`config.mk`:
```
export PLATFORM = sky130hd
export DESIGN_NAME = atom_io_top
export DESIGN_NICKNAME = d
export VERILOG_FILES = /design/src/design/atom_pkg.sv /design/src/design/atom_bus_if.sv /design/src/design/atom_io_top.sv /design/src/design/bus_decode.sv /design/src/design/bus_response.sv /design/src/design/cassette_tone.sv /design/src/design/clock_enable_gen.sv /design/src/design/pia_8255.sv
export SDC_FILE = /design/constraint.sdc
export NUM_CORES = 1
export LEC_CHECK = 0
export ABC_AREA = 1
export BUFFER_PORTS_ARGS = -buffer_cell sky130_fd_sc_hd__buf_2
export CORE_MARGIN = 5
export CORE_UTILIZATION = 40
export DETAILED_ROUTE_END_ITERATION = 8
export PLACE_DENSITY = 0.64
export SYNTH_ARGS = -nofsm -noshare
export SYNTH_HDL_FRONTEND = slang
export SYNTH_HIERARCHICAL = 1
export SYNTH_SLANG_ARGS = --single-unit
```
`constraint.sdc`:
```
create_clock -name clk25 -period 2.3 [get_ports clk25]
set_input_delay 0.46 -clock clk25 [delete_from_list [all_inputs] [get_ports clk25]]
set_output_delay 0.46 -clock clk25 [all_outputs]
set_load 0.03 [all_outputs]
```
`src/design/atom_pkg.sv`:
```
// ============================================================
// Atom I/O slice shared definitions
// Bus widths, divider constants and the enums for regions,
// PIA registers and CPU speed settings
// ============================================================
`default_nettype none

package atom_pkg;

   // Bus widths
   localparam int ADDR_W     = 16;
   localparam int DATA_W     = 8;
   localparam int RAM_ADDR_W = 18;

   // CPU enable frame of clk25 cycles and its counter width
   localparam int CLKDIV_PERIOD = 25;
   localparam int CLKDIV_W      = $clog2(CLKDIV_PERIOD);
   // Faster speeds only place enables in the first 16 counts of a frame
   localparam int CLKDIV_WINDOW = 16;

   // Cassette tone, 208 enables per half-period (16 * 13)
   localparam int CAS_DIV_COUNT = 208;
   localparam int CAS_DIV_W     = $clog2(CAS_DIV_COUNT);

   // Unused space reads as the high address byte through pull-downs
   localparam logic [DATA_W-1:0] OPEN_BUS_MASK = 8'hF1;

   // Decoded address regions
   typedef enum logic [2:0] {
      region_ram,
      region_rom,
      region_pia,
      region_pl8,
      region_open_bus
   } region_e;

   // 8255 register select, straight from address bits 1:0
   typedef enum logic [1:0] {
      pia_port_a  = 2'b00,
      pia_port_b  = 2'b01,
      pia_port_c  = 2'b10,
      pia_control = 2'b11
   } pia_reg_e;

   // Turbo settings
   typedef enum logic [1:0] {
      speed_1mhz = 2'b00,
      speed_2mhz = 2'b01,
      speed_4mhz = 2'b10,
      speed_8mhz = 2'b11
   } speed_e;

endpackage

`default_nettype wire

```
`src/design/atom_bus_if.sv`:
```
// ============================================================
// Decoded bus access
// One qualified CPU access, as seen by the PIA and the
// response block
// ============================================================
`timescale 1ns/1ns
`default_nettype none

interface atom_bus_if;

   // Single-cycle strobe, high on the enable cycle that serves a request
   logic                              access;
   // Request attributes, valid while the request is held
   logic                              we;
   logic [atom_pkg::ADDR_W-1:0]       adr;
   logic [atom_pkg::DATA_W-1:0]       dat_w;
   // Decode results
   atom_pkg::region_e                 region;
   atom_pkg::pia_reg_e                pia_reg;

   // Decoder side
   modport source (output access, output we, output adr, output dat_w,
                   output region, output pia_reg);

   // PIA and response side
   modport sink (input access, input we, input adr, input dat_w,
                 input region, input pia_reg);

endinterface

`default_nettype wire

```
`src/design/atom_io_top.sv`:
```
// ============================================================
// Atom I/O and memory decode slice
// Wishbone slave in front of the SRAM, the 8255 PIA and the
// cassette logic, paced by the CPU clock enable
// ============================================================
`timescale 1ns/1ns
`default_nettype none

module atom_io_top
   (
   input  wire logic                          clk25,
   input  wire logic                          reset,
   input  wire logic [1:0]                    turbo,
   // Wishbone classic slave
   input  wire logic                          wb_cyc,
   input  wire logic                          wb_stb,
   input  wire logic                          wb_we,
   input  wire logic [atom_pkg::ADDR_W-1:0]   wb_adr,
   input  wire logic [atom_pkg::DATA_W-1:0]   wb_dat_w,
   output logic [atom_pkg::DATA_W-1:0]        wb_dat_r,
   output logic                               wb_ack,
   // External SRAM
   output logic                               ram_cs_b,
   output logic                               ram_oe_b,
   output logic                               ram_we_b,
   output logic [atom_pkg::RAM_ADDR_W-1:0]    ram_adr,
   input  wire logic [atom_pkg::DATA_W-1:0]   ram_dat_in,
   output logic [atom_pkg::DATA_W-1:0]        ram_dat_out,
   // Keyboard scanner results
   input  wire logic                          shift_n,
   input  wire logic                          ctrl_n,
   input  wire logic                          rept_n,
   input  wire logic [5:0]                    keyout,
   // Video field sync
   input  wire logic                          fs_n,
   // Cassette and sound
   input  wire logic                          cas_in,
   output logic                               cas_out,
   output logic                               sound,
   // Keyboard row in the low nibble, video mode in the high
   output logic [atom_pkg::DATA_W-1:0]        pia_pa
   );

   logic                        cpu_clken;
   logic [atom_pkg::DATA_W-1:0] pia_dout;
   logic [3:0]                  pia_pc_out;
   logic                        cas_tone;

   atom_bus_if bus ();

   // ============================================================
   // Timing and decode
   // ============================================================

   clock_enable_gen u_clock_enable_gen (
      .clk25     (clk25),
      .reset     (reset),
      .turbo     (atom_pkg::speed_e'(turbo)),
      .cpu_clken (cpu_clken)
   );

   // Ack still high blocks a second access on the same request
   bus_decode u_bus_decode (
      .clk25       (clk25),
      .reset       (reset),
      .cpu_clken   (cpu_clken),
      .wb_cyc      (wb_cyc),
      .wb_stb      (wb_stb),
      .wb_we       (wb_we),
      .wb_adr      (wb_adr),
      .wb_dat_w    (wb_dat_w),
      .ack_pending (wb_ack),
      .bus         (bus.source)
   );

   // ============================================================
   // Peripherals
   // ============================================================

   pia_8255 u_pia_8255 (
      .clk25      (clk25),
      .reset      (reset),
      .bus        (bus.sink),
      .shift_n    (shift_n),
      .ctrl_n     (ctrl_n),
      .keyout     (keyout),
      .fs_n       (fs_n),
      .rept_n     (rept_n),
      .cas_in     (cas_in),
      .cas_tone   (cas_tone),
      .pia_pa     (pia_pa),
      .pia_pc_out (pia_pc_out),
      .pia_dout   (pia_dout)
   );

   cassette_tone u_cassette_tone (
      .clk25      (clk25),
      .reset      (reset),
      .cpu_clken  (cpu_clken),
      .pia_pc_out (pia_pc_out),
      .cas_tone   (cas_tone),
      .cas_out    (cas_out),
      .sound      (sound)
   );

   // Response and SRAM
   bus_response u_bus_response (
      .clk25       (clk25),
      .reset       (reset),
      .bus         (bus.sink),
      .wb_stb      (wb_stb),
      .pia_dout    (pia_dout),
      .ram_dat_in  (ram_dat_in),
      .wb_ack      (wb_ack),
      .wb_dat_r    (wb_dat_r),
      .ram_cs_b    (ram_cs_b),
      .ram_oe_b    (ram_oe_b),
      .ram_we_b    (ram_we_b),
      .ram_adr     (ram_adr),
      .ram_dat_out (ram_dat_out)
   );

endmodule

`default_nettype wire

```
`src/design/bus_decode.sv`:
```
// ============================================================
// Bus address decoder
// Maps the CPU address onto a region and PIA register and
// qualifies a held Wishbone request with the CPU enable
// ============================================================
`timescale 1ns/1ns
`default_nettype none

module bus_decode
   (
   input  wire logic                        clk25,
   input  wire logic                        reset,
   input  wire logic                        cpu_clken,
   input  wire logic                        wb_cyc,
   input  wire logic                        wb_stb,
   input  wire logic                        wb_we,
   input  wire logic [atom_pkg::ADDR_W-1:0] wb_adr,
   input  wire logic [atom_pkg::DATA_W-1:0] wb_dat_w,
   input  wire logic                        ack_pending,
   atom_bus_if.source                       bus
   );

   // Request already served, held until the master drops stb
   logic served;

   // Region map, ROM checked first as it overlaps the top bit
   always_comb
   begin
      if (wb_adr[15:14] == 2'b11)
         bus.region = atom_pkg::region_rom;
      else if (!wb_adr[15])
         bus.region = atom_pkg::region_ram;
      else if (wb_adr[15:10] == 6'b101100)
         bus.region = atom_pkg::region_pia;
      else if (wb_adr[15:10] == 6'b101101)
         bus.region = atom_pkg::region_pl8;
      else
         // VIA, SPI and video space land here too
         bus.region = atom_pkg::region_open_bus;
   end

   assign bus.pia_reg = atom_pkg::pia_reg_e'(wb_adr[1:0]);
   assign bus.we      = wb_we;
   assign bus.adr     = wb_adr;
   assign bus.dat_w   = wb_dat_w;

   // One access per request, on the first enable while it is held
   assign bus.access = wb_cyc && wb_stb && cpu_clken && !ack_pending && !served;

   // Also covers a master that keeps stb up past the ack cycle
   always_ff @(posedge clk25 or posedge reset)
   begin
      if (reset)
         served <= 1'b0;
      else if (!wb_stb)
         served <= 1'b0;
      else if (bus.access)
         served <= 1'b1;
   end

endmodule

`default_nettype wire

```
`src/design/bus_response.sv`:
```
// ============================================================
// Bus response
// Read data multiplexor, Wishbone acknowledge and the
// external SRAM strobes
// ============================================================
`timescale 1ns/1ns
`default_nettype none

module bus_response
   (
   input  wire logic                          clk25,
   input  wire logic                          reset,
   atom_bus_if.sink                           bus,
   input  wire logic                          wb_stb,
   input  wire logic [atom_pkg::DATA_W-1:0]   pia_dout,
   input  wire logic [atom_pkg::DATA_W-1:0]   ram_dat_in,
   output logic                               wb_ack,
   output logic [atom_pkg::DATA_W-1:0]        wb_dat_r,
   output logic                               ram_cs_b,
   output logic                               ram_oe_b,
   output logic                               ram_we_b,
   output logic [atom_pkg::RAM_ADDR_W-1:0]    ram_adr,
   output logic [atom_pkg::DATA_W-1:0]        ram_dat_out
   );

   logic [atom_pkg::DATA_W-1:0] rd_mux;
   // RAM and ROM both live in the external SRAM
   logic                        mem_sel;

   assign mem_sel = (bus.region == atom_pkg::region_ram) ||
                    (bus.region == atom_pkg::region_rom);

   // ============================================================
   // Read data
   // ============================================================

   always_comb
   begin
      case (bus.region)
         atom_pkg::region_ram,
         atom_pkg::region_rom: rd_mux = ram_dat_in;
         atom_pkg::region_pia: rd_mux = pia_dout;
         // Empty slot
         atom_pkg::region_pl8: rd_mux = '0;
         default:              rd_mux = bus.adr[15:8] & atom_pkg::OPEN_BUS_MASK;
      endcase
   end

   // Data captured on the access edge, valid through the ack cycle
   always_ff @(posedge clk25)
   begin
      if (bus.access)
         wb_dat_r <= rd_mux;
   end

   // One-cycle acknowledge per access
   always_ff @(posedge clk25 or posedge reset)
   begin
      if (reset)
         wb_ack <= 1'b0;
      else
         wb_ack <= bus.access;
   end

   // ============================================================
   // SRAM strobes
   // ============================================================

   assign ram_cs_b    = !(wb_stb && mem_sel);
   assign ram_oe_b    = !(wb_stb && mem_sel);
   // ROM region is write protected
   assign ram_we_b    = !(wb_stb && bus.we && (bus.region == atom_pkg::region_ram));
   assign ram_adr     = {{(atom_pkg::RAM_ADDR_W - atom_pkg::ADDR_W){1'b0}}, bus.adr};
   assign ram_dat_out = bus.dat_w;

endmodule

`default_nettype wire

```
`src/design/cassette_tone.sv`:
```
// ============================================================
// Cassette tone and output gating
// Toggles the tone every 208 CPU enables and gates it onto
// the cassette output from the port C control bits
// ============================================================
`timescale 1ns/1ns
`default_nettype none

module cassette_tone
   (
   input  wire logic       clk25,
   input  wire logic       reset,
   input  wire logic       cpu_clken,
   input  wire logic [3:0] pia_pc_out,
   output logic            cas_tone,
   output logic            cas_out,
   output logic            sound
   );

   logic [atom_pkg::CAS_DIV_W-1:0] cas_div;

   // At 1 MHz this gives about 2.4 kHz, as on the real machine
   always_ff @(posedge clk25 or posedge reset)
   begin
      if (reset)
      begin
         cas_div  <= '0;
         cas_tone <= 1'b0;
      end
      else if (cpu_clken)
      begin
         if (cas_div == atom_pkg::CAS_DIV_W'(atom_pkg::CAS_DIV_COUNT - 1))
         begin
            cas_div  <= '0;
            cas_tone <= !cas_tone;
         end
         else
            cas_div <= cas_div + 1'b1;
      end
   end

   // Two NANDs and an inverter on the board, PC0 enables, PC1 passes the tone
   assign cas_out = !pia_pc_out[0] || (pia_pc_out[1] && !cas_tone);

   // Speaker driven straight from PC2
   assign sound = pia_pc_out[2];

endmodule

`default_nettype wire

```
`src/design/clock_enable_gen.sv`:
```
// ============================================================
// CPU clock enable generator
// Divides clk25 into a 25-cycle frame and picks 1, 2, 4 or
// 8 enables per frame from the turbo setting
// ============================================================
`timescale 1ns/1ns
`default_nettype none

module clock_enable_gen
   (
   input  wire logic             clk25,
   input  wire logic             reset,
   input  wire atom_pkg::speed_e turbo,
   output logic                  cpu_clken
   );

   // Frame counter, 0 to 24
   logic [atom_pkg::CLKDIV_W-1:0] clkdiv;
   // Current count is an enable slot for the selected speed
   logic                          slot_match;
   logic                          in_window;

   always_ff @(posedge clk25 or posedge reset)
   begin
      if (reset)
         clkdiv <= '0;
      else if (clkdiv == atom_pkg::CLKDIV_W'(atom_pkg::CLKDIV_PERIOD - 1))
         clkdiv <= '0;
      else
         clkdiv <= clkdiv + 1'b1;
   end

   // Fast speeds bunch their enables in counts 0 to 15
   assign in_window = (clkdiv < atom_pkg::CLKDIV_W'(atom_pkg::CLKDIV_WINDOW));

   always_comb
   begin
      case (turbo)
         // Count 0 only
         atom_pkg::speed_1mhz: slot_match = (clkdiv == '0);
         // Counts 0 and 8
         atom_pkg::speed_2mhz: slot_match = (clkdiv[2:0] == 3'd0) && in_window;
         // Counts 0, 4, 8, 12
         atom_pkg::speed_4mhz: slot_match = (clkdiv[1:0] == 2'd0) && in_window;
         // Even counts below 16
         default:              slot_match = !clkdiv[0] && in_window;
      endcase
   end

   // Registered, so the enable trails its matching count by one cycle
   always_ff @(posedge clk25 or posedge reset)
   begin
      if (reset)
         cpu_clken <= 1'b0;
      else
         cpu_clken <= slot_match;
   end

endmodule

`default_nettype wire

```
`src/design/pia_8255.sv`:
```
// ============================================================
// 8255 PIA model
// Fixed port directions: A out, B in, C low nibble out and
// high nibble in, with port C bit set/reset
// ============================================================
`timescale 1ns/1ns
`default_nettype none

module pia_8255
   (
   input  wire logic                  clk25,
   input  wire logic                  reset,
   atom_bus_if.sink                   bus,
   input  wire logic                  shift_n,
   input  wire logic                  ctrl_n,
   input  wire logic [5:0]            keyout,
   input  wire logic                  fs_n,
   input  wire logic                  rept_n,
   input  wire logic                  cas_in,
   input  wire logic                  cas_tone,
   output logic [atom_pkg::DATA_W-1:0] pia_pa,
   output logic [3:0]                 pia_pc_out,
   output logic [atom_pkg::DATA_W-1:0] pia_dout
   );

   // Write strobe for this block
   logic pia_wr;

   assign pia_wr = bus.access && bus.we && (bus.region == atom_pkg::region_pia);

   // ============================================================
   // Output registers
   // ============================================================

   always_ff @(posedge clk25 or posedge reset)
   begin
      if (reset)
      begin
         pia_pa     <= '0;
         pia_pc_out <= '0;
      end
      else if (pia_wr)
      begin
         case (bus.pia_reg)
            // Keyboard row in bits 3:0, video mode in 7:4
            atom_pkg::pia_port_a:
               pia_pa <= bus.dat_w;
            // Only the low nibble of port C is an output
            atom_pkg::pia_port_c:
               pia_pc_out <= bus.dat_w[3:0];
            // Bit 7 clear means bit set/reset, bits 2:1 pick the bit
            atom_pkg::pia_control:
               if (!bus.dat_w[7])
                  pia_pc_out[bus.dat_w[2:1]] <= bus.dat_w[0];
            // Port B is input only
            default:
               ;
         endcase
      end
   end

   // ============================================================
   // Read back
   // ============================================================

   always_comb
   begin
      case (bus.pia_reg)
         atom_pkg::pia_port_a:
            pia_dout = pia_pa;
         // Keyboard columns with the modifier keys on top
         atom_pkg::pia_port_b:
            pia_dout = {shift_n, ctrl_n, keyout};
         // Field sync, repeat, cassette in and tone over the outputs
         atom_pkg::pia_port_c:
            pia_dout = {fs_n, rept_n, cas_in, cas_tone, pia_pc_out};
         // Mode register is write only
         default:
            pia_dout = '0;
      endcase
   end

endmodule

`default_nettype wire

```
; ---- Word level (Yosys, flattened, before mapping)
; Cells that the tools add are included.
[totals]
output_inout_bits = 48
word_cells = 79
register_bits = 37
[classes]
reduce_logical = 34
n_mux = 16
n_eq_ne = 15
n_addsub = 2
n_lt_le_gt_ge = 3
[op_table]
columns = operator, n
row1 = $pmux 8 s3, 2
row2 = $logic_and 1x1->1, 14
row3 = $eq 6x6->1 const B, 2
row4 = $mux 3, 4
row5 = $add 8x1->8 const B, 1
row6 = $eq 2x2->1 const B, 4
row7 = $eq 8x8->1 const B, 1
row8 = $mux 8, 1
row9 = $pmux 4 s2, 1
row10 = $logic_not 1->1, 7
row11 = $eq 3x2->1 const B, 2
row12 = $logic_not 2->1, 3
row13 = $logic_not 3->1, 2
row14 = $add 5x1->5 const B, 1
row15 = $eq 5x5->1 const B, 1
row16 = $logic_not 5->1, 1
row17 = $lt 5x5->1 const B, 1
row18 = $mux 5, 1
row19 = $bwmux 4, 1
row20 = $eq 2x1->1 const B, 2
row21 = $mux 4, 1
row22 = $reduce_and 2->1, 2
row23 = $eq 3x1->1 const B, 1
row24 = $lt 2x3->1 const B, 1
row25 = 10 further kinds, 13

; ---- Longest topological paths before layout
[logic_depth]
word_depth = 9
ltp_mapped = 11
mapped_depth_nobuf = 10

; ---- Cells and area by module
; The synthesis kept the hierarchy.
[modules_own_cells]
columns = module, area_each_um2, seq_area_each_um2, cells_each, instances
row1 = pia_8255, 774.5, 300.3, 125, 1
row2 = bus_response, 685.7, 265.3, 76, 1
row3 = cassette_tone, 506.7, 225.2, 65, 1
row4 = clock_enable_gen, 386.6, 150.1, 47, 1
row5 = bus_decode, 305.3, 25.0, 46, 1

; ---- Worst setup path after synthesis
; OpenSTA, ideal clock, no wires.
[synth_path]
path_kind = in2out
from = in wb_adr[15] (netlist name)
to = out ram_oe_b
path_buffers = 2
required_ns = 1.840
path_stages = 8
path_slack_ns = 0.398
arrival_time_ns = 1.442
cell_sequence = inv_1 nor2_2 nand2_1 nor2_1 buf_6 nor2_8 nand2_1 buf_4
[synth_via]
elab_chain_len = 9
elab_cells_between_ends = 12
cone_classes = 4 x eq/ne / 4 x mux / 4 x reduce/logical
[synth_rtl]
columns = item, line_no
row1 = from (decl), atom_io_top.sv:18  ; input wire logic [atom_pkg::ADDR_W-1:0] wb_adr,
row2 = $eq 6x6->1, bus_decode.sv:35  ; else if (wb_adr[15:10] == 6'b101101)
row3 = $mux 3, bus_decode.sv:35
row4 = $mux 3, bus_decode.sv:33  ; else if (wb_adr[15:10] == 6'b101100)
row5 = $mux 3, bus_decode.sv:31  ; else if (!wb_adr[15])
row6 = $mux 3 (*), bus_decode.sv:29  ; if (wb_adr[15:14] == 2'b11)
row7 = via bus.region[1], atom_bus_if.sv:18  ; atom_pkg::region_e region;
row8 = $eq 3x1->1 / $logic_not 3->1 (equally long branches), "bus_response.sv:31, bus_response.sv:30"
row9 = $logic_or 1x1->1 (*), bus_response.sv:30  ; assign mem_sel = (bus.region == atom_pkg::region_ram) ||
row10 = $logic_and 1x1->1 (*), -
row11 = $logic_not 1->1 (*), -
row12 = to (decl), atom_io_top.sv:24  ; output logic ram_oe_b,
; The timed path passes the listed nets; every way through them passes the cells marked *.

; ---- Final worst setup path
[layout_path]
from = in wb_adr[15] (netlist name)
to = out ram_we_b
[layout_via]
elab_chain_len = 8
elab_cells_between_ends = 10
cone_classes = 3 x eq/ne / 4 x mux / 3 x reduce/logical
[layout_rtl]
columns = item, line_no
row1 = $eq 6x6->1, bus_decode.sv:35
row2 = $mux 3, bus_decode.sv:35
row3 = $mux 3, bus_decode.sv:33
row4 = $mux 3, bus_decode.sv:31
row5 = $mux 3 (*), bus_decode.sv:29
row6 = via bus.region[2], atom_bus_if.sv:18
row7 = $logic_not 3->1 (*), bus_response.sv:72  ; assign ram_we_b = !(wb_stb && bus.we && (bus.region == atom_pkg::region_ram));
row8 = $logic_and 1x1->1 (*), bus_response.sv:72
row9 = $logic_not 1->1 (*), bus_response.sv:72
row10 = to (decl), atom_io_top.sv:25  ; output logic ram_we_b,
; Marked as above.

==> metrics.md <==
| Metric | Value |
|---|---|
| Required time worst endpoint | `1840 ps` |
| Critical path buffers and inverters | `3` |
| Post-route ant nets | `0` |
| Routed vias/inst | `4.76` |
| Clock power share | `29.8%` |
| Seq pwr share | `49.5%` |
| DRT iter0 DRCs | `63` |
| Final setup TNS | `0 ps` |
| Die Height | `91.5 µm` |
| Gr usage total | `13.9%` |
| Layout fillers | `678` |
| Beginning of the worst register-to-register path | `u_clock_enable_gen/cpu_clken` |
| Crit-path most repeated cell | `buf_2` |
| Worst VDD drop | `0.000188 V` |
| Multi-input gate area | `0.00109 mm²` |
| Net count, final | `449` |
| Vias | `2241` |
| Static Leak | `1.56 nW` |
| Layout cells sized above 1 | `28.2%` |
| Pre-Repair DR Iteration Count | `4` |
| Setup repair bufs after CTS | `0` |
| Crit-path slowest cell | `o21a_1` |
| CTS Hold Bufs | `0` |
| GR Layer Usage met3 | `3.06%` |
| FF/Latch Area | `966 µm²` |
| WP data arrival | `1560 ps` |
| Critical path class | `in2out` |
| I/O pins | `98` |
| H-tree depth | `2` |
| Critical path's largest stage delay | `450 ps` |
| Max Freq | `495 MHz` |
| Synth Register Bits | `37` |
| CTS tree | `yes` |
| Tot Pwr | `0.00157 W` |
| DR WL/cell | `12.2 µm` |
| Initial Util | `41.4%` |
| Routability Congestion | `0.839` |
| Met1 GRT Util | `17.6%` |
| Synth Instances | `359` |
| Worst-path clk slew | `70 ps` |
| Drc violations | `0` |
| Net switching power figure | `0.000488 W` |
| Hpwl dp | `4690 µm` |
| Mapped Area | `0.00266 mm²` |
| Min-Delay Path Class | `in2async` |
| Final period util | `87.8%` |
| Cell variety after synth | `30` |
| GR Util met2 | `23.3%` |
| R2r setup slk | `660 ps` |
| Synth top area cells | `dfrtp_1 (27%), buf_4 (16%), nand2_1 (15%), edfxtp_1 (9.0%), nand3_1 (7.3%)` |
| Max_slew headroom | `63.7%` |
| Worst-Skew Late Latency | `290 ps` |
| Antenna violations before repair | `0` |
| Core Box Area | `0.00642 mm²` |
| I/O Buffers | `81` |
| TritonCTS buffer count | `5` |
| Num Clock Sinks | `37` |
| Slew at the pin with the worst max-slew slack | `543 ps` |
| Max Buffers Root-to-Sink | `2` |
| # resized after CTS | `0` |
| Post-synth top area share | `27.3%` |
| Cells along the critical path | `buf_2, inv_1, nor2_2, o21a_1, nor2_8, nand4_1, buf_2` |
| Int Pwr | `0.00108 W` |
| Final Hold Vio Count | `0` |
| Post-Syn Area per Cell | `7.41 µm²` |
| Number of setup violations in the final report | `0` |
| Setup crit start kind | `input pin` |
| Critical Path Start | `wb_adr[15]` |
| CP top delay family | `compound AO/OA/AOI/OAI gates` |
| Die area | `0.00838 mm²` |
| Clock Skews | `6.56 ps` |
| Cell taking the most area after synthesis | `dfrtp_1` |
| Vias in the first global route | `2159` |
| Total Wirelength | `5740 µm` |
| P&R area growth vs syn | `6.78%` |
| Antenna Cells | `0` |
| Gr busiest metal | `met2` |
| Pin count of the biggest net entering global routing | `13` |
| Final Slew Violations | `0` |
| Sw Ratio | `31.1%` |
| Power Density | `553 mW/mm²` |
| Yosys synthesis warning count | `6` |
| Tmin final | `2020 ps` |
| CP Max Fanout | `10` |
| Combinational share of power | `20.7%` |
| CP endpoint kind | `primary output` |
| # Max-Cap Violations | `0` |
| Outcome | `finished clean` |
| Die Width | `91.5 µm` |
| Register area share after synthesis | `36.3%` |
| First-pass GRT wire length | `9520 µm` |
| CTS Root Buffer Type | `clkbuf_8` |
| RSZ-0062 raised after global routing | `no` |
| # rows | `29` |
| Total grt overflow | `0` |
==> cell type report <==
| cell class | count | area share [%] |
|---|---|---|
| clock buffers | 8 | 3.17 |
| inverters | 42 | 5.55 |
| multi-input cells | 222 | 38.5 |
| flip-flops and latches | 37 | 34.0 |
| well taps | 77 | 3.39 |
| repair buffers | 85 | 15.3 |
==> state kept, by name, summed over array words and instances (netlist names) <==
signal                        count
u_cassette_tone/cas_tone          1
u_bus_decode/served               1
u_bus_response/wb_dat_r           8
u_bus_response/wb_ack             1
u_pia_8255/pia_pa                 8
u_cassette_tone/cas_div           8
u_clock_enable_gen/cpu_clken      1
u_clock_enable_gen/clkdiv         5
u_pia_8255/pia_pc_out             4
==> power by group through the flow <==
stage / registers, W / clock network, W / logic, W
after global routing: 0.000783 / 0.000510 / 0.000370
after detailed placement: 0.000788 / 0 / 0.000330
final: 0.000777 / 0.000468 / 0.000326
after floorplan: 0.000779 / 0 / 0.000312
after CTS: 0.000777 / 0.000486 / 0.000329
after global placement: 0.000788 / 0 / 0.000320
==> path summary, 6_finish.rpt <==
kind                                                  to  cells past startpoint
max in group asynchronous           u_pia_8255/pia_pa[4]                      2
min in group clk25                  u_pia_8255/pia_pa[5]                      3
worst min register to register  u_pia_8255/pia_pc_out[3]                      2
worst min-delay path               u_bus_response/wb_ack                      2
worst max register to register  u_pia_8255/pia_pc_out[0]                      8
worst max-delay path                            ram_we_b                      7
==> logic make-up after synthesis <==
kind of cell	synth area share, %
adders and majority gates	2.82
xor gates and xnor gates	0.988
buffers and inverters	22.7
AOI/OAI and AO/OA	3.67
other	0.141
muxes	0.423
DFF	36.3
and+or+nand+nor	32.9
==> cell usage in the layout (no fill, tap or decap), drive strengths merged, types with 5 or more instances in the layout <==
master  instances
buf            85
nand2         114
ha              6
inv            42
edfxtp          8
dfrtp          29
a21oi           5
o21ai          10
clkbuf          8
nor2           25
nand3          41
nand4          10
==> per-layer routing <==
metal  part of all wire, %  vias to the layer above
met5                     0                        -
met4                   1.4                        0
met3                   7.2                        8
met2                    45                       80
met1                    46                     1006
li1                      -                     1147
==> Yosys cell counts <==
cell / instances
nand2_2: 5
nor2_4: 2
nor3_1: 1
buf_6: 2
o21a_1: 1
nand3_1: 39
buf_4: 55
dfrtp_1: 29
xnor2_1: 1
buf_2: 2
o21bai_1: 1
nor2_2: 3
o21ai_0: 10
a21oi_1: 3
nand4_1: 9
mux2_2: 1
inv_2: 3
inv_1: 39
ha_1: 6
xor2_1: 2
edfxtp_1: 8
nand2_1: 109
nand3b_1: 1
nor2_1: 19
conb_1: 1
or2_0: 1
nand3_2: 2
a21oi_2: 2
nor2_8: 1
nand4_2: 1
==> through the flow <==
step	worst slack (ps)	hold slack [ps]	area [µm²]	utilization [%]	cells
finish	280	47.2	2840	44.2	471
detailed placement	274	363	2750	42.8	463
floorplan	398	189	2660	-	360
CTS	268	39.0	2840	44.2	471
global placement	320	359	2750	42.8	463
global route	167	38.5	2840	44.2	471
Power figures use the tool's default switching activity.
